$ cat src/aes_pkg.sv
// AES-128 shared definitions
// Block sizes, FSM state codes, the block union and GF(2^8) math
// S-box values come from field inversion and the affine map, not a table
package aes_pkg;

  localparam int BLOCK_W   = 128;
  localparam int NUM_BYTES = 16;
  localparam int NUM_COLS  = 4;
  localparam int ROUND_W   = 4;
  localparam logic [ROUND_W-1:0] NUM_ROUNDS = 4'd10;

  // Controller state codes
  localparam logic [2:0] IDLE       = 3'd0;
  localparam logic [2:0] KEY_SUB    = 3'd1;  // One key byte through sbox
  localparam logic [2:0] KEY_WRITE  = 3'd2;  // Round key into buffer
  localparam logic [2:0] KEY_READY  = 3'd3;
  localparam logic [2:0] DEC_SUB    = 3'd4;  // One state byte per cycle
  localparam logic [2:0] DEC_MIX    = 3'd5;  // One column per cycle
  localparam logic [2:0] DEC_UPDATE = 3'd6;

  // Same 128 bits seen as bytes or as columns
  // Byte index is col*4 + row, index 0 at the MSB end
  typedef union packed {
    logic [0:NUM_BYTES-1][7:0] bytes;
    logic [0:NUM_COLS-1][31:0] cols;
  } aes_block_u;

  //////////////////////////////
  // GF(2^8) arithmetic, poly 0x11b

  function automatic logic [7:0] xtime(input logic [7:0] b);
    return {b[6:0], 1'b0} ^ (8'h1b & {8{b[7]}});
  endfunction

  // Shift-and-add multiply
  function automatic logic [7:0] gf_mul(input logic [7:0] a, input logic [7:0] b);
    logic [7:0] acc;
    logic [7:0] sh;
    acc = 8'h00;
    sh  = a;
    for (int i = 0; i < 8; i++) begin
      if (b[i]) acc = acc ^ sh;
      sh = xtime(sh);
    end
    return acc;
  endfunction

  // a^254 by repeated squaring, 0 stays 0
  function automatic logic [7:0] gf_inv(input logic [7:0] a);
    logic [7:0] sq;
    logic [7:0] acc;
    sq  = a;
    acc = 8'h01;
    for (int i = 0; i < 7; i++) begin
      sq  = gf_mul(sq, sq);   // a^2, a^4 .. a^128
      acc = gf_mul(acc, sq);
    end
    return acc;
  endfunction

  //////////////////////////////
  // S-boxes

  function automatic logic [7:0] sbox(input logic [7:0] a);
    logic [7:0] b;
    b = gf_inv(a);
    return b ^ {b[6:0], b[7]} ^ {b[5:0], b[7:6]} ^ {b[4:0], b[7:5]} ^ {b[3:0], b[7:4]} ^ 8'h63;
  endfunction

  // Undo affine first, then invert
  function automatic logic [7:0] inv_sbox(input logic [7:0] a);
    logic [7:0] y;
    y = {a[6:0], a[7]} ^ {a[4:0], a[7:5]} ^ {a[1:0], a[7:2]} ^ 8'h05;
    return gf_inv(y);
  endfunction

  // Inverse MixColumns on one column, byte 0 in [31:24]
  function automatic logic [31:0] inv_mix_col(input logic [31:0] col);
    logic [7:0] s0, s1, s2, s3;
    logic [7:0] r0, r1, r2, r3;
    s0 = col[31:24];
    s1 = col[23:16];
    s2 = col[15:8];
    s3 = col[7:0];
    r0 = gf_mul(s0, 8'h0e) ^ gf_mul(s1, 8'h0b) ^ gf_mul(s2, 8'h0d) ^ gf_mul(s3, 8'h09);
    r1 = gf_mul(s0, 8'h09) ^ gf_mul(s1, 8'h0e) ^ gf_mul(s2, 8'h0b) ^ gf_mul(s3, 8'h0d);
    r2 = gf_mul(s0, 8'h0d) ^ gf_mul(s1, 8'h09) ^ gf_mul(s2, 8'h0e) ^ gf_mul(s3, 8'h0b);
    r3 = gf_mul(s0, 8'h0b) ^ gf_mul(s1, 8'h0d) ^ gf_mul(s2, 8'h09) ^ gf_mul(s3, 8'h0e);
    return {r0, r1, r2, r3};
  endfunction

  // Round constant, rounds 1..10
  function automatic logic [7:0] rcon(input logic [ROUND_W-1:0] r);
    case (r)
      4'd1:    return 8'h01;
      4'd2:    return 8'h02;
      4'd3:    return 8'h04;
      4'd4:    return 8'h08;
      4'd5:    return 8'h10;
      4'd6:    return 8'h20;
      4'd7:    return 8'h40;
      4'd8:    return 8'h80;
      4'd9:    return 8'h1b;
      4'd10:   return 8'h36;
      default: return 8'h00;  // Unused round index
    endcase
  endfunction

endpackage
$ cat src/aes_inv_mix_cols.sv
// Inverse MixColumns with one shared column unit
// One column per cycle into a 4-column result array
module aes_inv_mix_cols (
  input  logic                clk,
  input  logic                mix_en,
  input  logic [1:0]          col_sel,
  input  aes_pkg::aes_block_u ark_state,
  output aes_pkg::aes_block_u mix_state
);

  logic [31:0] mix_arr [aes_pkg::NUM_COLS];
  logic [31:0] sel_col;

  assign sel_col = ark_state.cols[col_sel];  // After AddRoundKey

  always_ff @(posedge clk) begin
    if (mix_en) begin
      mix_arr[col_sel] <= aes_pkg::inv_mix_col(sel_col);
    end
  end

  // Array back to a block
  always_comb begin
    for (int c = 0; c < aes_pkg::NUM_COLS; c++) begin
      mix_state.cols[c] = mix_arr[c];
    end
  end

endmodule

$ cat config.mk
export PLATFORM = sky130hd
export DESIGN_NAME = aes_inv_mix_cols
export DESIGN_NICKNAME = d
export VERILOG_FILES = /design/src/aes_pkg.sv /design/src/aes_inv_mix_cols.sv
export SDC_FILE = /design/constraint.sdc
export NUM_CORES = 1
export LEC_CHECK = 0
export BUFFER_PORTS_ARGS = -buffer_cell sky130_fd_sc_hd__buf_4
export CAP_MARGIN = 40
export CORE_MARGIN = 1
export CORE_UTILIZATION = 40
export CTS_CLUSTER_SIZE = 25
export DETAILED_ROUTE_END_ITERATION = 8
export PLACE_DENSITY_LB_ADDON = 0.25
export SLEW_MARGIN = 15
export SYNTH_ARGS = -nofsm -noshare
export SYNTH_HDL_FRONTEND = slang
export SYNTH_SLANG_ARGS = --single-unit
$ cat constraint.sdc
create_clock -name clk -period 4.8 [get_ports clk]
set_clock_uncertainty 0.2 [all_clocks]
set_input_delay 0.48 -clock clk [delete_from_list [all_inputs] [get_ports clk]]
set_output_delay 0.48 -clock clk [all_outputs]
set_load 0.1 [all_outputs]
# Word level (Yosys, flattened, before mapping)
# Memories as Yosys holds them, arrays and structs flattened.
# Index checks and enable logic that the tools add are counted.
# word_totals
ff_bits	0
rom_bits	0
wordCells	96
latchBits	0
out_inout_bits	128
inputBits	132
n_memories	1
ram_bits	128
# op_classes
n_shift	0
addsub	0
muxes	41
n_bitwise	53
eq_ne	0
n_reduce_logical	0
multipliers	0
n_div	0
n_lt_le_gt_ge	1
# mem_list
memory	depth	word_bits	rd	rd_ports_with_merged_regs	write_ports	line_no	text
mix_arr	4	32	4	0	1	aes_inv_mix_cols.sv:11	logic [31:0] mix_arr [aes_pkg::NUM_COLS];
# ops
op	n
$xor 8x8->8	40
$mux 8	36
$xor 8x5->8	12
$bmux 32 s2	1
$mux 32	2
$ge 3x3->1 const B	1
$not 2->3	1
$mux 1	2

# Longest topological paths before layout
# depth
ltp_word	13
depth_mapped	8
mapped_depth_nobuf	5

# Least setup slack after synthesis
# No wires, ideal clock.
# synth_timing
kind	input -> register
startpoint	input col_sel[1]
endpoint	memory mix_arr[0][0], enable pin
setup_ps	468
t_required_ps	4132
path_stages	4
arrival_ps	3352
path_buffers	3
slack_ps	780
path_cell_list	buf_6 -> buf_4 -> buf_2 -> nor3b_1
# synth_lines
element	line_no	text
start, declared	aes_inv_mix_cols.sv:6	input logic [1:0] col_sel,
end, declared	aes_inv_mix_cols.sv:11	
# No word-level cell before the write port.

# Worst setup path in the final report
# layout_timing
startpoint	input col_sel[0]
endpoint	memory mix_arr[2][28] (data pin)
# layout_via
elab_chain_len	13
elab_cells_between_ends	37
classes_between	mux (14); bitwise (23)
# layout_rtl
element	line_no	text
$not 2->3 (not written as such) *	aes_inv_mix_cols.sv:14	assign sel_col = ark_state.cols[col_sel];
$bmux 32 s2 *	aes_inv_mix_cols.sv:14	
$mux 32 (not written as such) * (2 in series)	aes_inv_mix_cols.sv:14	
$xor 8x5->8	aes_pkg.sv:32	return {b[6:0], 1'b0} ^ (8'h1b & {8{b[7]}});
$mux 8 or $xor 8x5->8 (tied branches)	aes_inv_mix_cols.sv:17, aes_pkg.sv:32	
$xor 8x8->8	aes_pkg.sv:42	if (b[i]) acc = acc ^ sh;
$mux 8	aes_inv_mix_cols.sv:17	if (mix_en) begin
$xor 8x8->8	aes_pkg.sv:42	
$mux 8	aes_inv_mix_cols.sv:17	
$xor 8x8->8 (2 in series)	aes_pkg.sv:85	r0 = gf_mul(s0, 8'h0e) ^ gf_mul(s1, 8'h0b) ^ gf_mul(s2, 8'h0d) ^ gf_mul(s3, 8'h09);
$xor 8x8->8 *	aes_pkg.sv:85	
# Every way passes the cells marked *; elsewhere a longest branch is shown, timed or not. The select of a mux whose other input is x is not followed.

==> metrics.yaml <==
worst_ep_required_time_ns: 4.73
outcome: "finished clean"
area_growth_syn_to_layout_pct: 37.5
cts_repair_resize_count: 0
synth-warning-count: 0
postLayoutSetupSlackWorst_ns: 1.30
first_iter_violations: 225
post_route_cells_drive_above_1_share: 0.531
largest_registers: "mix_arr: 128 flops"
die_width_um: 136
vias: 4238
syn_nets: 508
topRoutingLayerUsed: "met4"
mappedNetlistArea_mm2: 0.00720
buffer_levels_on_the_longest_clock_path: 2
worst_path_largest_cell_delay_ns: 0.86
criticalPathCategory: "in2reg"
report.final.slew_viol_count: 0
static-leakage-power_nw: 4.00
tightest_slew_margin_relative_to_the_limit: 0.526
dp.final_hpwl_um: 14200
synthesis.area_per_instance_um2: 19.2
critPathTopFamily: "XOR/XNOR gates"
detailroute.wirelength.met3_um: 1090
gp_congestion: 0.853
worstSetupEndpointType: "flip-flop"
worstSetupStartpointType: "input port"
cp_max_fo: 36
drt-total-wl_um: 18200
die_area_mm2: 0.0185
antenna_left: 0
grt_start_max_net_pins: 37
critPathSlowestCell: "sky130_fd_sc_hd__mux4_1"
fin_cells: 878
finish.net_count: 772
max-vdd-ir-drop_v: 0.000588
synthCells: 376
largest_reg_flops: 128
post-place-cells: 846
drv.max_cap_violation_count: 0
cts-htree-levels: 4
worst_pin_slew_ns: 0.706
yosys.cell_types.count: 22
path_cells: "buf_4, mux4_1, xnor2_4, xnor3_2, xor2_1, xnor3_1"
drtPass1Iterations: 4
numClockSinks: 128
wl_met2_um: 9630
wl_per_cell_um: 20.7
setup-violations-final: 0
hold-worst-slack_ns: 0.287
critical_path_buf_inv_count: 1
mostFrequentLayoutCells: "sky130_fd_sc_hd__buf_4 (262), sky130_fd_sc_hd__edfxtp_1 (128), sky130_fd_sc_hd__xnor2_1 (110), sky130_fd_sc_hd__xnor3_1 (29), sky130_fd_sc_hd__mux4_2 (28)"
diodes: 0
drt-met1-wl_um: 7290
post_cts_buffers: 0
ctsRootBufferMaster: "sky130_fd_sc_hd__clkbuf_16"
setup_tns_ns: 0
hold_path_class: "in2reg"
tritoncts: "built"
register_containing_the_most_flip_flops_in_the_final_layout: "mix_arr"
hold_path_depth: 2
hold_violations: 0
post-route-drc-count: 0
min_delay_worst_endpoint: "mix_arr[3][16]"
grt_first_pass_wirelength_um: 26400
placementRows: 48
pre_cts_setup_slack_ns: 0.885
initial_utilization: 0.414
finalCritPeriodShare: 0.730
most_common_cell_after_layout_fill_and_taps_aside: "sky130_fd_sc_hd__buf_4"
grt_setup_unrepaired: "no"
cellPowerDensity_mw_per_mm2: 824
min_from: "mix_en"
post_cts_hold_buffer_count: 0
grt_overflow_total: 0
synth_seq_cells: 128
grt_antenna_before_repair: 0
ys_top_cells_by_area: "sky130_fd_sc_hd__edfxtp_1 (53%), sky130_fd_sc_hd__xnor2_1 (13%), sky130_fd_sc_hd__xnor3_1 (9.1%), sky130_fd_sc_hd__mux4_2 (8.8%), sky130_fd_sc_hd__xor2_1 (3.3%)"
cts_buffers: 17
via_count_of_the_first_global_routing_pass: 4464
netlist.top_cell.by_area: "sky130_fd_sc_hd__edfxtp_1"
grt_util_overall: 0.201
maxClockFrequency_mhz: 286
die_height_um: 136
clk_transition_reported_paths_ns: 0.06
sequential_element_share_of_the_synthesized_area: 0.534
post-layout-total-power_w: 0.00816
yosys.area.top_type_share: 0.534
cp.arrival_ns: 3.43
floorplan.io_pins: 260
buffer_ports.inserted: 259
worst_setup_path_start: "col_sel[0]"
post_drt_via_cell_ratio: 4.83
coreArea_mm2: 0.0174
layout_min_cycle_time_ns: 3.50
metal layers:
metal  global-route usage  vias to the layer above
li1                     -                     1922
met1                0.244                     2113
met2                0.360                      192
met3               0.0418                       11
met4               0.0543                        0
met5                    0                        -
Yosys cell counts (all sizes together):
cell	n
nand2	1
xnor3	31
clkbuf	1
xor2	38
nor2	1
xnor2	122
mux4	32
xor3	2
and3b	1
and3	1
nor3b	1
edfxtp	128
buf	17
metrics by stage:
stage          cell area (um^2)   util
2_1_floorplan              7200      -
3_3_place_gp               9280  0.533
6_report                   9900  0.568
3_5_place_dp               9300  0.534
5_1_grt                    9900  0.568
4_1_cts                    9900  0.568
worst max path at each step:
stage	to	cells past startpoint	slack (ns)
after detailed placement	mix_arr[2][28]	6	0.88
after global routing	mix_arr[2][21]	6	1.14
final	mix_arr[2][28]	6	1.30
after CTS	mix_arr[1][21]	6	1.27
after floorplan	mix_arr[0][0]	4	0.78
after global placement	mix_arr[0][19]	6	0.95
cell type report:
cell class	count	area, um^2
Fill cell	1409	7520
Clock buffer	18	429
Sequential cell	128	3840
Clock inverter	14	168
Timing Repair Buffer	263	1990
Multi-Input combinational cell	230	3190
Tap cell	225	282
power breakdown:
part / switching, W / leakage, nW / internal, W / total [W]
logic: 0.00328 / 2.53 / 0.00141 / 0.00469
registers: 0.0000849 / 1.18 / 0.00210 / 0.00219
clock network: 0.000463 / 0.289 / 0.000815 / 0.00128
total: 0.00383 / 4.00 / 0.00433 / 0.00816
cells by family after synthesis:
| kind of cell | count (synthesis) | share of synthesized area |
|---|---|---|
| muxes | 32 | 0.102 |
| DFF | 128 | 0.534 |
| and+or+nand+nor | 5 | 0.00417 |
| xor gates and xnor gates | 193 | 0.335 |
| buffers and inverters | 18 | 0.0250 |
Power figures use the tool's default switching activity.
