<file path="config.mk">
export PLATFORM = sky130hd
export DESIGN_NAME = aes_inv_sub_bytes
export DESIGN_NICKNAME = d
export VERILOG_FILES = /design/src/aes_pkg.sv /design/src/aes_inv_sub_bytes.sv
export SDC_FILE = /design/constraint.sdc
export NUM_CORES = 1
export LEC_CHECK = 0
export BUFFER_PORTS_ARGS = -buffer_cell sky130_fd_sc_hd__buf_2
export CAP_MARGIN = 0
export CORE_ASPECT_RATIO = 0.9
export CORE_UTILIZATION = 25
export DETAILED_ROUTE_END_ITERATION = 10
export GPL_ROUTABILITY_DRIVEN = 0
export GPL_TIMING_DRIVEN = 1
export SLEW_MARGIN = 10
export SYNTH_ARGS = -nofsm -noshare
export SYNTH_HDL_FRONTEND = slang
export SYNTH_SLANG_ARGS = --single-unit
</file>
<file path="constraint.sdc">
create_clock -name clk -period 25.1 [get_ports clk]
set_input_delay 3.765 -clock clk [delete_from_list [all_inputs] [get_ports clk]]
set_output_delay 3.765 -clock clk [all_outputs]
set_load 0.005 [all_outputs]
</file>
<file path="src/aes_pkg.sv">
// AES-128 shared definitions
// Block sizes, FSM state codes, the block union and GF(2^8) math
// S-box values come from field inversion and the affine map, not a table
package aes_pkg;

  localparam int BLOCK_W   = 128;
  localparam int NUM_BYTES = 16;
  localparam int NUM_COLS  = 4;
  localparam int ROUND_W   = 4;
  localparam logic [ROUND_W-1:0] NUM_ROUNDS = 4'd10;

  // Controller state codes
  localparam logic [2:0] IDLE       = 3'd0;
  localparam logic [2:0] KEY_SUB    = 3'd1;  // One key byte through sbox
  localparam logic [2:0] KEY_WRITE  = 3'd2;  // Round key into buffer
  localparam logic [2:0] KEY_READY  = 3'd3;
  localparam logic [2:0] DEC_SUB    = 3'd4;  // One state byte per cycle
  localparam logic [2:0] DEC_MIX    = 3'd5;  // One column per cycle
  localparam logic [2:0] DEC_UPDATE = 3'd6;

  // Same 128 bits seen as bytes or as columns
  // Byte index is col*4 + row, index 0 at the MSB end
  typedef union packed {
    logic [0:NUM_BYTES-1][7:0] bytes;
    logic [0:NUM_COLS-1][31:0] cols;
  } aes_block_u;

  //////////////////////////////
  // GF(2^8) arithmetic, poly 0x11b

  function automatic logic [7:0] xtime(input logic [7:0] b);
    return {b[6:0], 1'b0} ^ (8'h1b & {8{b[7]}});
  endfunction

  // Shift-and-add multiply
  function automatic logic [7:0] gf_mul(input logic [7:0] a, input logic [7:0] b);
    logic [7:0] acc;
    logic [7:0] sh;
    acc = 8'h00;
    sh  = a;
    for (int i = 0; i < 8; i++) begin
      if (b[i]) acc = acc ^ sh;
      sh = xtime(sh);
    end
    return acc;
  endfunction

  // a^254 by repeated squaring, 0 stays 0
  function automatic logic [7:0] gf_inv(input logic [7:0] a);
    logic [7:0] sq;
    logic [7:0] acc;
    sq  = a;
    acc = 8'h01;
    for (int i = 0; i < 7; i++) begin
      sq  = gf_mul(sq, sq);   // a^2, a^4 .. a^128
      acc = gf_mul(acc, sq);
    end
    return acc;
  endfunction

  //////////////////////////////
  // S-boxes

  function automatic logic [7:0] sbox(input logic [7:0] a);
    logic [7:0] b;
    b = gf_inv(a);
    return b ^ {b[6:0], b[7]} ^ {b[5:0], b[7:6]} ^ {b[4:0], b[7:5]} ^ {b[3:0], b[7:4]} ^ 8'h63;
  endfunction

  // Undo affine first, then invert
  function automatic logic [7:0] inv_sbox(input logic [7:0] a);
    logic [7:0] y;
    y = {a[6:0], a[7]} ^ {a[4:0], a[7:5]} ^ {a[1:0], a[7:2]} ^ 8'h05;
    return gf_inv(y);
  endfunction

  // Inverse MixColumns on one column, byte 0 in [31:24]
  function automatic logic [31:0] inv_mix_col(input logic [31:0] col);
    logic [7:0] s0, s1, s2, s3;
    logic [7:0] r0, r1, r2, r3;
    s0 = col[31:24];
    s1 = col[23:16];
    s2 = col[15:8];
    s3 = col[7:0];
    r0 = gf_mul(s0, 8'h0e) ^ gf_mul(s1, 8'h0b) ^ gf_mul(s2, 8'h0d) ^ gf_mul(s3, 8'h09);
    r1 = gf_mul(s0, 8'h09) ^ gf_mul(s1, 8'h0e) ^ gf_mul(s2, 8'h0b) ^ gf_mul(s3, 8'h0d);
    r2 = gf_mul(s0, 8'h0d) ^ gf_mul(s1, 8'h09) ^ gf_mul(s2, 8'h0e) ^ gf_mul(s3, 8'h0b);
    r3 = gf_mul(s0, 8'h0b) ^ gf_mul(s1, 8'h0d) ^ gf_mul(s2, 8'h09) ^ gf_mul(s3, 8'h0e);
    return {r0, r1, r2, r3};
  endfunction

  // Round constant, rounds 1..10
  function automatic logic [7:0] rcon(input logic [ROUND_W-1:0] r);
    case (r)
      4'd1:    return 8'h01;
      4'd2:    return 8'h02;
      4'd3:    return 8'h04;
      4'd4:    return 8'h08;
      4'd5:    return 8'h10;
      4'd6:    return 8'h20;
      4'd7:    return 8'h40;
      4'd8:    return 8'h80;
      4'd9:    return 8'h1b;
      4'd10:   return 8'h36;
      default: return 8'h00;  // Unused round index
    endcase
  endfunction

endpackage
</file>
<file path="src/aes_inv_sub_bytes.sv">
// Inverse SubBytes with one shared inverse S-box
// One byte per cycle into a 16-byte result array
module aes_inv_sub_bytes (
  input  logic                clk,
  input  logic                sub_en,
  input  logic [3:0]          byte_sel,
  input  aes_pkg::aes_block_u shift_state,
  output aes_pkg::aes_block_u sub_state
);

  logic [7:0] sub_arr [aes_pkg::NUM_BYTES];
  logic [7:0] sel_byte;

  assign sel_byte = shift_state.bytes[byte_sel];  // Already inverse-shifted

  always_ff @(posedge clk) begin
    if (sub_en) begin
      sub_arr[byte_sel] <= aes_pkg::inv_sbox(sel_byte);
    end
  end

  // Array back to a block
  always_comb begin
    for (int i = 0; i < aes_pkg::NUM_BYTES; i++) begin
      sub_state.bytes[i] = sub_arr[i];
    end
  end

endmodule

</file>
# Word-level counts from Yosys, hierarchy flattened
# Memories as Yosys holds them, arrays and structs flattened.
# Cells that the tools add are included.
[word_totals] ff_bits=0 mem_bits_rw=128 input_bits=134 out_inout_bits=128 memories=1
[mem_list] memory="sub_arr" depth=16 width=8 rd=16 rd_ports_with_merged_regs=0 write_ports=1 line_no="aes_inv_sub_bytes.sv:11" source="logic [7:0] sub_arr [aes_pkg::NUM_BYTES];"
[classes] n_lt_le_gt_ge=1 muxes=229 n_bitwise=193
[op_table] cell="$mux W8" count=219
[op_table] cell="$xor A8 B8 Y8" count=93
[op_table] cell="$xor A8 B5 Y8" count=91
[op_table] cell="$bmux W8 S4" count=1
[op_table] cell="$mux W7" count=1
[op_table] cell="$not A1 Y1" count=7
[op_table] cell="$mux W6" count=1
[op_table] cell="$ge A5 B5 Y1 const B" count=1
[op_table] cell="$mux W5" count=1
[op_table] cell="$not A4 Y5" count=1
[op_table] cell="$mux W4" count=1
[op_table] cell="$mux W1" count=3
[op_table] cell="$mux W3" count=1
[op_table] cell="$mux W2" count=1
[op_table] cell="$not A2 Y2" count=1

# Depth between registers and ports, before layout
[logic_depth] depth_word=191 mapped_depth=69 mapped_depth_nobuf=57

# Worst setup path after synthesis
# OpenSTA, ideal clock, no wires.
[synth_timing] kind="input -> register" startpoint="in byte_sel[0]" endpoint="mem sub_arr[0][7] (data pin)" setup_time_ns=0.297 arrival_time_ns=19.615 path_slack_ns=5.188 cell_stages=65 cell_sequence="buf_4 buf_6 mux4_2 and2_1 a211o_1 nand2_2 xnor2_1 clkinv_1 ha_1 or3_1 a22o_1 o211ai_1 xnor2_1 xor2_1 inv_1 clkbuf_1 ha_1 clkbuf_1 [... 29 more ...] nor3_2 or2_2 buf_2 a21oi_1 o22ai_1 xor3_2 xnor3_2 xnor2_2 nor2_1 xnor2_1 xnor3_2 xor2_4 xnor3_2 nor2_2 xnor3_1 xnor3_1 xnor2_1 xnor2_1"
[synth_via] elab_chain_len=191 elab_cells_between_ends=413 classes_between="mux: 227; bitwise: 186"
[synth_rtl] element="from (decl)" line_no="aes_inv_sub_bytes.sv:6" source="input logic [3:0] byte_sel,"
[synth_rtl] element="$not A4 Y5 (implied by the code) *" line_no="aes_inv_sub_bytes.sv:14" source="assign sel_byte = shift_state.bytes[byte_sel];"
[synth_rtl] element="$bmux W8 S4 *" line_no="aes_inv_sub_bytes.sv:14"
[synth_rtl] element="$mux W8 (implied by the code) * (2 in series)" line_no="aes_inv_sub_bytes.sv:14"
[synth_rtl] element="$xor A8 B8 Y8" line_no="aes_pkg.sv:73" source="y = {a[6:0], a[7]} ^ {a[4:0], a[7:5]} ^ {a[1:0], a[7:2]} ^ 8'h05;"
[synth_rtl] element="$xor A8 B8 Y8 *" line_no="aes_pkg.sv:73"
[synth_rtl] element="$not A2 Y2 (no source line)"
[synth_rtl] element="$mux W8" line_no="aes_pkg.sv:42" source="if (b[i]) acc = acc ^ sh;"
[synth_rtl] element="$mux W8" line_no="aes_inv_sub_bytes.sv:17" source="if (sub_en) begin"
[synth_rtl] element="[... 174 more ...]"
[synth_rtl] element="$mux W8" line_no="aes_pkg.sv:42"
[synth_rtl] element="$mux W8" line_no="aes_inv_sub_bytes.sv:17"
[synth_rtl] element="$xor A8 B8 Y8" line_no="aes_pkg.sv:42"
[synth_rtl] element="$mux W8" line_no="aes_pkg.sv:42"
[synth_rtl] element="$mux W8" line_no="aes_inv_sub_bytes.sv:17"
[synth_rtl] element="$xor A8 B8 Y8" line_no="aes_pkg.sv:42"
[synth_rtl] element="$mux W8 *" line_no="aes_pkg.sv:42"
[synth_rtl] element="$mux W8 *" line_no="aes_inv_sub_bytes.sv:17"
[synth_rtl] element="to (decl)" line_no="aes_inv_sub_bytes.sv:11"
# Mark *: on every way between the ends. The rest lies on a longest branch, timed or not. The select of a mux whose other input is x is not followed.

# Worst setup path in the final report
[layout_timing] startpoint="in byte_sel[0]" endpoint="mem sub_arr[5][1] (data pin)"
# The elaborated chain is that of the path after synthesis.

==> metrics.md <==
| Metric | Value |
|---|---|
| Outcome | `finished, final reports clean` |
| Mapped Cells | `2355` |
| Setup WS pre-CTS | `1.54 ns` |
| Root Driver | `clkbuf_16` |
| Min Tclk post-route | `23.50 ns` |
| CTS tree | `done` |
| Met3 routed WL | `5080 µm` |
| Clk buf depth | `2` |
| Met2 wire len | `30100 µm` |
| Design Area, Final | `23800 µm²` |
| Post-Synth Adder-Cell Area | `0.524%` |
| CTS buffer count | `17` |
| Fmax | `42.6 MHz` |
| Vias in the first global route | `17.5k` |
| Post-synthesis compound-gate area fraction | `16.7%` |
| Setup TNS | `0 ns` |
| Synth warn | `0` |
| Most frequent cell after synthesis | `nor2_1` |
| Congestion Overflow GR | `0` |
| Post-synth top area share | `18.7%` |
| Met1 wire length | `30600 µm` |
| Post-Synth XOR/XNOR Area | `33.7%` |
| Async SR Flop Fraction | `0%` |
| Filler cells | `8473` |
| Area Overhead vs Synth | `15.8%` |
| Mux share of post-synthesis cell area | `7.10%` |
| Routed vias | `19.0k` |
| GRT Total Usage | `15.8%` |
| DR top layer | `met4` |
| Routed WL | `67700 µm` |
| Max-cap viol count | `0` |
| Starting Density | `25.3%` |
| DRC marker count from the first detailed-route iteration | `2029` |
| Setup Fix Bufs, Post-CTS | `0` |
| Simple-Gate Fraction of Synth Area | `19.6%` |
| Synth unique cells | `102` |
| Slew HR | `17.9%` |
| Die ar. | `83200 µm²` |
| Combinational family with the most area after synthesis | `XOR/XNOR gates` |
| Synth top cells by count | `348 x nor2_1, 335 x xnor2_1, 194 x nand2_1` |
| Critical path class | `in2reg` |
| Crit path largest cell delay | `0.71 ns` |
| Cell taking the most area after synthesis | `edfxtp_1` |
| Io pins | `262` |
| Critical Path RT | `25.35 ns` |
| Die W | `304 µm` |
| Clk sink count | `128` |
| Pins over their slew limit | `0` |
| WP data arrival | `23.75 ns` |
| Worst hold stages | `3` |
| RSZ-0062 raised after global routing | `no` |
| Synthesized area | `20500 µm²` |
| Die Ht | `274 µm` |
| Vias per Instance | `5.22` |
| Ant diodes | `0` |
| Post-DP HPWL | `51000 µm` |
| IO Port Bufs | `261` |
| Main synth FF type | `edfxtp_1` |
| Crit share post-route | `93.6%` |
| Share of cells above drive strength 1 | `21.3%` |
| NumNets Final | `2705` |
| Top cells by area in the synthesized netlist | `edfxtp_1 19%, xnor2_1 14%, xnor3_1 9.1%` |
| Synth Register Bits | `128` |
| Syn avg cell area | `8.71 µm²` |
| Worst setup SP type | `input port` |
| Largest net degree at the start of global routing | `39` |
| Sequential share of the synthesized area | `18.7%` |
| Worst hold path type | `in2reg` |
| Drc violations | `0` |
| Hold Fails Final Rpt | `0` |
| Initial antenna violation count | `0` |
| CP endpoint kind | `flop` |
| Biggest register | `sub_arr` |
| CP max-delay cell | `and4_1` |
| CTS H-tree lvls | `4` |
| Post-synth EDFFs | `128` |
| Global-route wire length before repair | `106000 µm` |
| Placement Cell Area | `23200 µm²` |
| Critical path's most frequent cell | `xnor2_1` |
| Cts hold-fix bufs | `0` |
| Clock-pin slew on the worst setup and hold paths | `0.06 ns` |
| Drt first pass iters | `6` |
| Largest register FFs | `128` |
| Number of core rows | `99` |
| Net Count, Synth | `2496` |
| Post-cts repair resize count | `0` |
| Routed len/inst | `18.6 µm` |
| Area of the core | `81100 µm²` |
| Antenna-violating nets left | `0` |
| Crit-path max FO | `31` |
| Least-Margin Pin Slew | `1.22 ns` |
| Final worst slack | `1.60 ns` |
| # setup viols final | `0` |
| Largest regs | `sub_arr (128)` |
[cells in the final DEF, fill, tap and decap left out, drive strengths merged, types with 13 or more instances in the layout]
master  count
edfxtp    128
or3        19
nand2     197
a31oi      24
a211oi     30
nor3       90
buf       336
o21ai      96
nand2b     14
nor4       15
o211ai     28
o21a       17
o22ai      29
inv        29
nor2b      17
mux2i      72
and3       22
nand3      76
mux4       24
a21oi     122
mux2       13
xnor2     376
a32oi      14
xor2       77
xnor3     100
and2       18
clkbuf     17
nor2      357
or2        18
[logic make-up (layout without fill, tap and decap cells)]
group	after synthesis	after routing
xor gates and xnor gates	560	560
muxes	109	109
adders and majority gates	9	9
and+or+nand+nor	877	877
buffers and inverters	168	390
DFF	128	128
AOI/OAI and AO/OA	504	504
[worst paths after layout]
path,slack (ns),endpoint,startpoint
worst max-delay path,1.60,sub_arr[5][1],byte_sel[0]
worst min-delay path,4.00,sub_arr[0][0],sub_en
[routing by layer]
layer / vias to the layer above / GRT usage [%]
met3: 102 / 1.73
li1: 8946 / -
met1: 9004 / 22.4
met4: 0 / 5.01
met2: 940 / 25.0
met5: - / 0
[layout make-up]
cell class	count	area [µm²]	area share [%]
inverters	22	82.6	0.347
multi-input cells	2059	16100	67.6
well taps	1060	1330	5.58
clock inverters	15	165	0.695
repair buffers	336	1870	7.86
clock buffers	17	425	1.79
flip-flops and latches	128	3840	16.2
[through the flow]
stage	cells	util, %	hold WS, ns
final	3637	29.3	4.00
after global placement	3605	28.6	4.15
after CTS	3637	29.3	4.01
after detailed placement	3605	28.6	4.16
after floorplan	2355	-	4.08
after global routing	3637	29.3	4.02
[critical path: cells and delay by family]
kind	cells	cell delay, ns
compound gates	12	3.47
xor+xnor	17	6.26
fa+ha+maj	4	1.67
buf+inv	9	2.73
mux	3	1.01
simple gates	15	4.79
Power is not shown: default switching activity piles up to over one toggle a cycle in this logic, so the estimate is an artifact.
