### config.mk
export PLATFORM = sky130hd
export DESIGN_NAME = aes_round_state
export DESIGN_NICKNAME = d
export VERILOG_FILES = /design/src/aes_pkg.sv /design/src/aes_round_state.sv
export SDC_FILE = /design/constraint.sdc
export NUM_CORES = 1
export LEC_CHECK = 0
export BUFFER_PORTS_ARGS = -buffer_cell sky130_fd_sc_hd__buf_2
export CORE_AREA = 4 4 345 347
export DETAILED_ROUTE_END_ITERATION = 8
export DIE_AREA = 0 0 349 351
export SLEW_MARGIN = 25
export SYNTH_ARGS = -nofsm -noshare
export SYNTH_HDL_FRONTEND = slang
export SYNTH_SLANG_ARGS = --single-unit
### constraint.sdc
create_clock -name clk -period 6.2 [get_ports clk]
set_clock_uncertainty 0.05 [all_clocks]
set_input_delay 1.86 -clock clk [delete_from_list [all_inputs] [get_ports clk]]
set_output_delay 1.86 -clock clk [all_outputs]
set_load 0.02 [all_outputs]
### src/aes_pkg.sv
// AES-128 shared definitions
// Block sizes, FSM state codes, the block union and GF(2^8) math
// S-box values come from field inversion and the affine map, not a table
package aes_pkg;

  localparam int BLOCK_W   = 128;
  localparam int NUM_BYTES = 16;
  localparam int NUM_COLS  = 4;
  localparam int ROUND_W   = 4;
  localparam logic [ROUND_W-1:0] NUM_ROUNDS = 4'd10;

  // Controller state codes
  localparam logic [2:0] IDLE       = 3'd0;
  localparam logic [2:0] KEY_SUB    = 3'd1;  // One key byte through sbox
  localparam logic [2:0] KEY_WRITE  = 3'd2;  // Round key into buffer
  localparam logic [2:0] KEY_READY  = 3'd3;
  localparam logic [2:0] DEC_SUB    = 3'd4;  // One state byte per cycle
  localparam logic [2:0] DEC_MIX    = 3'd5;  // One column per cycle
  localparam logic [2:0] DEC_UPDATE = 3'd6;

  // Same 128 bits seen as bytes or as columns
  // Byte index is col*4 + row, index 0 at the MSB end
  typedef union packed {
    logic [0:NUM_BYTES-1][7:0] bytes;
    logic [0:NUM_COLS-1][31:0] cols;
  } aes_block_u;

  //////////////////////////////
  // GF(2^8) arithmetic, poly 0x11b

  function automatic logic [7:0] xtime(input logic [7:0] b);
    return {b[6:0], 1'b0} ^ (8'h1b & {8{b[7]}});
  endfunction

  // Shift-and-add multiply
  function automatic logic [7:0] gf_mul(input logic [7:0] a, input logic [7:0] b);
    logic [7:0] acc;
    logic [7:0] sh;
    acc = 8'h00;
    sh  = a;
    for (int i = 0; i < 8; i++) begin
      if (b[i]) acc = acc ^ sh;
      sh = xtime(sh);
    end
    return acc;
  endfunction

  // a^254 by repeated squaring, 0 stays 0
  function automatic logic [7:0] gf_inv(input logic [7:0] a);
    logic [7:0] sq;
    logic [7:0] acc;
    sq  = a;
    acc = 8'h01;
    for (int i = 0; i < 7; i++) begin
      sq  = gf_mul(sq, sq);   // a^2, a^4 .. a^128
      acc = gf_mul(acc, sq);
    end
    return acc;
  endfunction

  //////////////////////////////
  // S-boxes

  function automatic logic [7:0] sbox(input logic [7:0] a);
    logic [7:0] b;
    b = gf_inv(a);
    return b ^ {b[6:0], b[7]} ^ {b[5:0], b[7:6]} ^ {b[4:0], b[7:5]} ^ {b[3:0], b[7:4]} ^ 8'h63;
  endfunction

  // Undo affine first, then invert
  function automatic logic [7:0] inv_sbox(input logic [7:0] a);
    logic [7:0] y;
    y = {a[6:0], a[7]} ^ {a[4:0], a[7:5]} ^ {a[1:0], a[7:2]} ^ 8'h05;
    return gf_inv(y);
  endfunction

  // Inverse MixColumns on one column, byte 0 in [31:24]
  function automatic logic [31:0] inv_mix_col(input logic [31:0] col);
    logic [7:0] s0, s1, s2, s3;
    logic [7:0] r0, r1, r2, r3;
    s0 = col[31:24];
    s1 = col[23:16];
    s2 = col[15:8];
    s3 = col[7:0];
    r0 = gf_mul(s0, 8'h0e) ^ gf_mul(s1, 8'h0b) ^ gf_mul(s2, 8'h0d) ^ gf_mul(s3, 8'h09);
    r1 = gf_mul(s0, 8'h09) ^ gf_mul(s1, 8'h0e) ^ gf_mul(s2, 8'h0b) ^ gf_mul(s3, 8'h0d);
    r2 = gf_mul(s0, 8'h0d) ^ gf_mul(s1, 8'h09) ^ gf_mul(s2, 8'h0e) ^ gf_mul(s3, 8'h0b);
    r3 = gf_mul(s0, 8'h0b) ^ gf_mul(s1, 8'h0d) ^ gf_mul(s2, 8'h09) ^ gf_mul(s3, 8'h0e);
    return {r0, r1, r2, r3};
  endfunction

  // Round constant, rounds 1..10
  function automatic logic [7:0] rcon(input logic [ROUND_W-1:0] r);
    case (r)
      4'd1:    return 8'h01;
      4'd2:    return 8'h02;
      4'd3:    return 8'h04;
      4'd4:    return 8'h08;
      4'd5:    return 8'h10;
      4'd6:    return 8'h20;
      4'd7:    return 8'h40;
      4'd8:    return 8'h80;
      4'd9:    return 8'h1b;
      4'd10:   return 8'h36;
      default: return 8'h00;  // Unused round index
    endcase
  endfunction

endpackage
### src/aes_round_state.sv
// Decryption state register and output register
// Inverse ShiftRows and AddRoundKey are plain wiring and XOR here
module aes_round_state (
  input  logic                        clk,
  input  logic                        load_en,
  input  logic                        state_en,
  input  logic                        out_en,
  input  logic [aes_pkg::BLOCK_W-1:0] text_in,
  input  aes_pkg::aes_block_u         round_key,
  input  aes_pkg::aes_block_u         sub_state,
  input  aes_pkg::aes_block_u         mix_state,
  output aes_pkg::aes_block_u         shift_state,
  output aes_pkg::aes_block_u         ark_state,
  output logic [aes_pkg::BLOCK_W-1:0] text_out
);

  aes_pkg::aes_block_u st;  // Round state

  //////////////////////////////
  // State update

  always_ff @(posedge clk) begin
    if (load_en) begin
      st.bytes <= text_in ^ round_key.bytes;  // Initial AddRoundKey with k10
    end else if (state_en) begin
      st <= mix_state;
    end
  end

  // Inverse ShiftRows
  // Row r rotates right by r columns
  always_comb begin
    for (int c = 0; c < aes_pkg::NUM_COLS; c++) begin
      for (int r = 0; r < 4; r++) begin
        shift_state.bytes[c*4 + r] = st.bytes[((c + 4 - r) % 4)*4 + r];
      end
    end
  end

  assign ark_state.bytes = sub_state.bytes ^ round_key.bytes;

  //////////////////////////////
  // Plaintext out

  always_ff @(posedge clk) begin
    if (out_en) begin
      text_out <= ark_state.bytes;  // Holds until next block finishes
    end
  end

endmodule

# Word-level counts from Yosys, hierarchy flattened
# Cells that the tools add are included.
[op_classes]
reduce_logical = 1
n_bitwise = 2
n_mux = 2
[ops]
columns = ["cell", "n"]
rows = [
  ["$mux W128", 2],
  ["$xor A128 B128 Y128", 2],
  ["$reduce_bool A2 Y1", 1],
]
[word_totals]
out_inout_bits = 384
elab_cells = 7
in_bits = 516
regBits = 256

# Longest topological paths before layout
# Gate-level depths: netlist (run 1).
[depth]
word_depth = 2
depth_mapped = 5
ltp_nobuf = 2

# Worst setup path after synthesis (run 1)
# Ideal clock, no wire load.
[synth_timing]
path_kind = "in2reg"
from = "input port load_en"
to = "register st[0] in the netlist's numbering (enable)"
n_path_buf = 2
setup_ns = 0.433
path_stages = 3
arrival_time_ns = 3.689
slack_ns = 2.028
path_cell_list = "buf_6 buf_4 or2_2"
[synth_via]
elab_chain_cells = 1
[synth_lines]
columns = ["element", "line_no", "text"]
rows = [
  ["from (decl)", "aes_round_state.sv:5", "input logic load_en,"],
  ["$reduce_bool A2 Y1 (no line)", "--", ""],
  ["to (signal assigned)", "aes_round_state.sv:26", "st <= mix_state;"],
  ["to (decl)", "aes_round_state.sv:17", "aes_pkg::aes_block_u st;"],
]
# Every way passes these cells.
# A chain may end at the register's enable or synchronous reset.

==> summary.txt, run 1 <==
Internal Power = 0.00380 W
WHS Endpoint = text_out[81]
fmax = 0.214 GHz
clock share of power = 0.365
PwrDens = 304 mW/mm²
sequential fraction of the synthesis area = 0.679
Top Ports = 900
critical-path cell list = buf_2 -> xor2_1 -> buf_2
hold crit path type = in2reg
Post-CTS Setup Repair Bufs = 0
CTS Buffer Depth = 3
Slew Limit Fails = 0
Comb pwr share = 0.243
Rel. slew slack = 0.341
Synth top cells by count = edfxtp_1 (256), nor2_1 (128), xnor2_1 (128), xor2_1 (128), a21oi_1 (118)
status = finished, final reports clean
Peak VDD IR = 0.000173 V
critical path class = in2out
worst hold path depth = 2
EDFF count, synth = 256
antenna violations before repair = 97
Vias = 10.9k
cts hold-fix bufs = 0
TNS Setup = 0 ns
total of max-cap violations = 0
cells after synthesis = 798
syn avg cell area = 14.2 µm²
synthesized area = 0.0113 mm²
GRT Total Usage = 0.142
Synth async-reset ratio = 0
Hold Crit Start = sub_state[81]
Final period util = 0.754
Flop pwr share = 0.392
port bufs = 899
area delta synth->final = 65.7%
non-filler cells, final = 3272
pin count of the biggest net entering global routing = 138
critical path startpoint category = input pin
worst-margin pin slew = 0.988 ns
CTS Buf Count = 36
CP Buf/Inv Count = 2
syn nets = 1314
Net Switching = 0.00191 W
RePlAce Congestion = 0.971
gr ovfl total = 0
Crit-path slowest cell = xor2_1
Yosys cell types = 11
wire per inst = 28.2 µm
die width = 349 µm
worst slack, placed = 1.51 ns
DRT iter0 DRCs = 750
Worst path depth = 3
Slowest Stage Delay on Critical Path = 0.47 ns
multi-input logic area = 0.00341 mm²
filler instances = 13.0k
# rows = 125
H-tree Lvls = 2
most common cell in the netlist = edfxtp_1
# DRC = 0
DRT antenna net count = 0
clock slew at reported path FFs = 0.06 ns
register area = 0.00769 mm²
clock sink count = 256
die footprint = 0.122 mm²
Via-to-Cell Ratio = 3.34
hold_ws = 1.55 ns
CTS tree = done
Die Height = 351 µm
largest area contributor in the netlist = edfxtp_1
Post-synth top flop = edfxtp_1
crit end category = primary output
crit path time final = 4.68 ns
CTS resizes = 0
CP most frequent cell = buf_2
final hold violations = 0
post-detail-place hpwl = 81200 µm
share of layout cells above drive strength 1 = 0.554
crit path DAT = 2.77 ns
Required @ worst endpoint = 4.29 ns
Core Footprint = 0.116 mm²
fin worst setup slack = 1.52 ns
Layout Nets = 2227
crit path max fanout = 2
Starting Density = 0.0977
first-pass GRT wire length = 112000 µm
drt first pass iters = 5
RSZ-0062 raised after global routing = no
Routed WL = 92400 µm
synthesized flop and latch total = 256
post-synth top area share = 0.679
delay-heaviest family, CP = XOR/XNOR gates
YS warnings = 0
vias in the first global route = 10.6k
Switching Share = 0.335
Synth area leaders = edfxtp_1 (68%), xnor2_1 (9.9%), xor2_1 (9.9%)
root cell of the clock tree = clkbuf_16
final setup fails = 0
leakage power = 7.91 nW
placed insts = 3197
## power groups by stage
stage / Clock [W] / Combinational [W] / Sequential, W
after floorplan: 0 / 0.000355 / 0.00250
after global placement: 0 / 0.00141 / 0.00227
after detailed placement: 0 / 0.00141 / 0.00227
after CTS: 0.00218 / 0.00141 / 0.00224
after global routing: 0.00224 / 0.00146 / 0.00225
final: 0.00209 / 0.00139 / 0.00224
## kinds of logic after synthesis
| family | share of synthesized area |
|---|---|
| and+or+nand+nor | 0.0430 |
| AOI/OAI and AO/OA | 0.0599 |
| DFF | 0.679 |
| buffers and inverters | 0.0205 |
| xor gates and xnor gates | 0.198 |
## worst max path at each step
| stage | endpoint | slack (ns) | start |
|---|---|---|---|
| after global placement | ark_state[33] | 1.52 | round_key[33] |
| after detailed placement | ark_state[33] | 1.51 | round_key[33] |
| after floorplan | st[0] | 2.03 | load_en |
| final | ark_state[33] | 1.52 | round_key[33] |
| after global routing | ark_state[33] | 1.51 | round_key[33] |
| after CTS | ark_state[33] | 1.51 | round_key[33] |
## metal layers
layer  part of all wire  GRT usage  vias to the layer above  routed length (µm)
met1               0.43      0.186                     5219               39600
li1                   -          -                     4665                   -
met4              0.028     0.0299                       36                2560
met5             0.0027          0                        -                 245
met2               0.43      0.217                      797               39500
met3               0.11     0.0634                      212               10400
## stage by stage
stage               instance area (µm²)  total power [W]   util
detailed placement                17600          0.00368  0.152
finish                            18800          0.00571  0.162
floorplan                         11300          0.00285      -
global route                      18700          0.00596  0.162
global placement                  17600          0.00368  0.152
CTS                               18700          0.00583  0.162
## flip-flops by register name, summed over array words and instances, names as in the netlist
signal	cells
st	128
text_out	128
## placed cells by master (no fill, tap or decap)
master / instances
inv_6: 3
buf_4: 1
edfxtp_1: 256
buf_2: 897
a21oi_1: 118
clkinv_1: 8
diode_2: 11
clkinv_2: 2
clkinvlp_4: 1
xnor2_1: 128
clkbuf_1: 9
buf_12: 4
clkbuf_16: 37
bufinv_16: 3
clkbuf_8: 1
or2_4: 1
clkinv_4: 1
buf_8: 1
a21oi_2: 10
xor2_1: 128
nor2_1: 128
## layout make-up
type	count	share of cell area
well taps	1524	0.102
flip-flops and latches	256	0.410
clock buffers	46	0.0511
clock inverters	18	0.00920
diodes	11	0.00147
repair buffers	904	0.245
multi-input cells	513	0.182
No activity file was read; power rests on OpenSTA's default activity.
==> run 2, diff against run 1 <==
--- a/config.mk
+++ b/config.mk
@@ -6,9 +6,9 @@
 export NUM_CORES = 1
 export LEC_CHECK = 0
 export BUFFER_PORTS_ARGS = -buffer_cell sky130_fd_sc_hd__buf_2
-export CORE_AREA = 4 4 345 347
+export CORE_AREA = 4 4 348 350
 export DETAILED_ROUTE_END_ITERATION = 8
-export DIE_AREA = 0 0 349 351
+export DIE_AREA = 0 0 352 354
 export SLEW_MARGIN = 25
 export SYNTH_ARGS = -nofsm -noshare
 export SYNTH_HDL_FRONTEND = slang
==> constraint.sdc (replaced) <==
create_clock -name clk -period 4.8 [get_ports clk]
set_clock_uncertainty 0.05 [all_clocks]
set_input_delay 1.44 -clock clk [delete_from_list [all_inputs] [get_ports clk]]
set_output_delay 1.44 -clock clk [all_outputs]
set_load 0.02 [all_outputs]
==> summary.txt, run 2 (synthesized netlist as in run 1, its figures left out) <==
status = finished, final reports clean
DRT antenna net count = 0 (unchanged)
worst-margin pin slew = 0.820 ns (-0.168 ns)
Hold Crit Start = mix_state[35]
CTS Buf Count = 38 (+5.6%)
CTS Buffer Depth = 3 (unchanged)
# rows = 126 (+0.80%)
Top Ports = 900 (unchanged)
area delta synth->final = 67.9%
clock slew at reported path FFs = 0.06 ns (about the same)
CTS tree = done
gr ovfl total = 0 (unchanged)
area post-placement = 0.0177 mm² (+0.33%)
total of max-cap violations = 0 (unchanged)
Final Cell Area = 0.0190 mm² (+1.3%)
most common cell after layout, fill and taps aside = buf_2
Post-CTS Setup Repair Bufs = 0 (unchanged)
RePlAce Congestion = 0.960 (-1.1%)
Peak VDD IR = 0.000229 V (+32%)
Die Height = 354 µm (+0.85%)
die width = 352 µm (+0.86%)
Slew Limit Fails = 0 (unchanged)
cts hold-fix bufs = 0 (unchanged)
crit path max fanout = 2 (unchanged)
drt first pass iters = 5 (unchanged)
PwrDens = 404 mW/mm² (+33%)
WHS Endpoint = st[35]
Vias = 11.1k (+1.4%)
TNS Setup = 0 ns (unchanged)
crit end category = primary output
DRT iter0 DRCs = 911 (+21%)
clock sink count = 256 (unchanged)
fmax = 0.253 GHz
RSZ-0062 raised after global routing = no
post-detail-place hpwl = 86900 µm (+7.0%)
port bufs = 899 (unchanged)
Starting Density = 0.0962 (-0.00155)
critical path startpoint category = input pin
final hold violations = 0 (unchanged)
Core Footprint = 0.118 mm² (+1.6%)
worst hold path depth = 3 (+1)
Via-to-Cell Ratio = 3.35 (+0.40%)
critical path class = in2out
Required @ worst endpoint = 3.31 ns (-0.98 ns)
Final period util = 0.823
die footprint = 0.125 mm² (+1.7%)
GRT Total Usage = 0.150 (+0.00790)
biggest registers after layout = st: 128 flops, text_out: 128 flops
CP most frequent cell = buf_2
wire per inst = 29.6 µm (+4.9%)
crit path DAT = 2.46 ns (-0.31 ns)
hold crit path type = in2reg
antenna violations before repair = 128 (+32%)
# DRC = 0 (unchanged)
Layout Nets = 2233 (+0.27%)
pin count of the biggest net entering global routing = 93 (-33%)
hold_ws = 1.12 ns (-0.427 ns)
first-pass GRT wire length = 121000 µm (+7.6%)
root cell of the clock tree = clkbuf_16
Routed WL = 97900 µm (+6.0%)
most frequent cells in the layout = buf_2 (897), edfxtp_1 (256), xnor2_1 (128), nor2_1 (128), xor2_1 (128)
critical-path cell list = buf_2 -> xor2_1 -> buf_2
Rel. slew slack = 0.449 (+0.108)
share of layout cells above drive strength 1 = 0.560 (+0.00638)
crit path time final = 3.95 ns
final setup fails = 0 (unchanged)
H-tree Lvls = 2 (unchanged)
leakage power = 8.02 nW (+1.4%)
CTS resizes = 0 (unchanged)
Pwr Total = 0.00769 W (+35%)
Slowest Stage Delay on Critical Path = 0.57 ns (+0.10 ns)
vias in the first global route = 11.0k (+3.3%)
Crit-path slowest cell = xor2_1
run 2: changes by cell type in the layout (fill, tap and decap cells not counted), sizes merged:
cell	previous run	this run
bufinv	3	5
buf	903	907
clkinv	11	17
clkbuf	47	44
diode	11	25
inv	3	1
run 2: layout make-up:
cell class,instances,area [µm²]
fillers,13300,98700
flip-flops and latches,256,7690
repair buffers,908,4650
multi-input cells,513,3410
well taps,1536,1920
clock buffers,43,1030
clock inverters,24,258
diodes,25,62.6
run 2: worst max path at each step:
stage                  startpoint            end  cells past startpoint
floorplan                 load_en          st[0]                      3
global placement    round_key[94]  ark_state[94]                      3
global route        round_key[94]  ark_state[94]                      3
detailed placement  round_key[94]  ark_state[94]                      3
finish              round_key[94]  ark_state[94]                      3
CTS                 round_key[94]  ark_state[94]                      3
run 2: report_power, final:
| group | internal (W) | switching [W] | total [W] |
|---|---|---|---|
| sequential | 0.00278 | 0.000101 | 0.00288 |
| combinational | 0.000555 | 0.00125 | 0.00181 |
| clock | 0.00181 | 0.00120 | 0.00301 |
run 2: layer usage:
layer | vias up | wire [µm] | track usage | part of all wire
met1 | 5252 | 40200 | 0.185 | 0.41
met2 | 865 | 42800 | 0.235 | 0.44
li1 | 4695 | - | - | -
met3 | 231 | 12300 | 0.0807 | 0.13
met4 | 40 | 2310 | 0.0239 | 0.024
met5 | - | 260 | 0 | 0.0027
run 2: worst max-delay path, delay by kind of cell:
family | cells | cell delay, ns
xor+xnor | 1 | 0.57
buf+inv | 2 | 0.44
run 2: per-stage QoR:
| stage | instances | util | setup slack [ns] |
|---|---|---|---|
| final | 3305 | 0.162 | 0.848 |
| after global routing | 3281 | 0.161 | 0.919 |
| after CTS | 3280 | 0.161 | 0.909 |
| after detailed placement | 3213 | 0.150 | 0.913 |
| after global placement | 3213 | 0.150 | 0.908 |
| after floorplan | 798 | - | 1.05 |
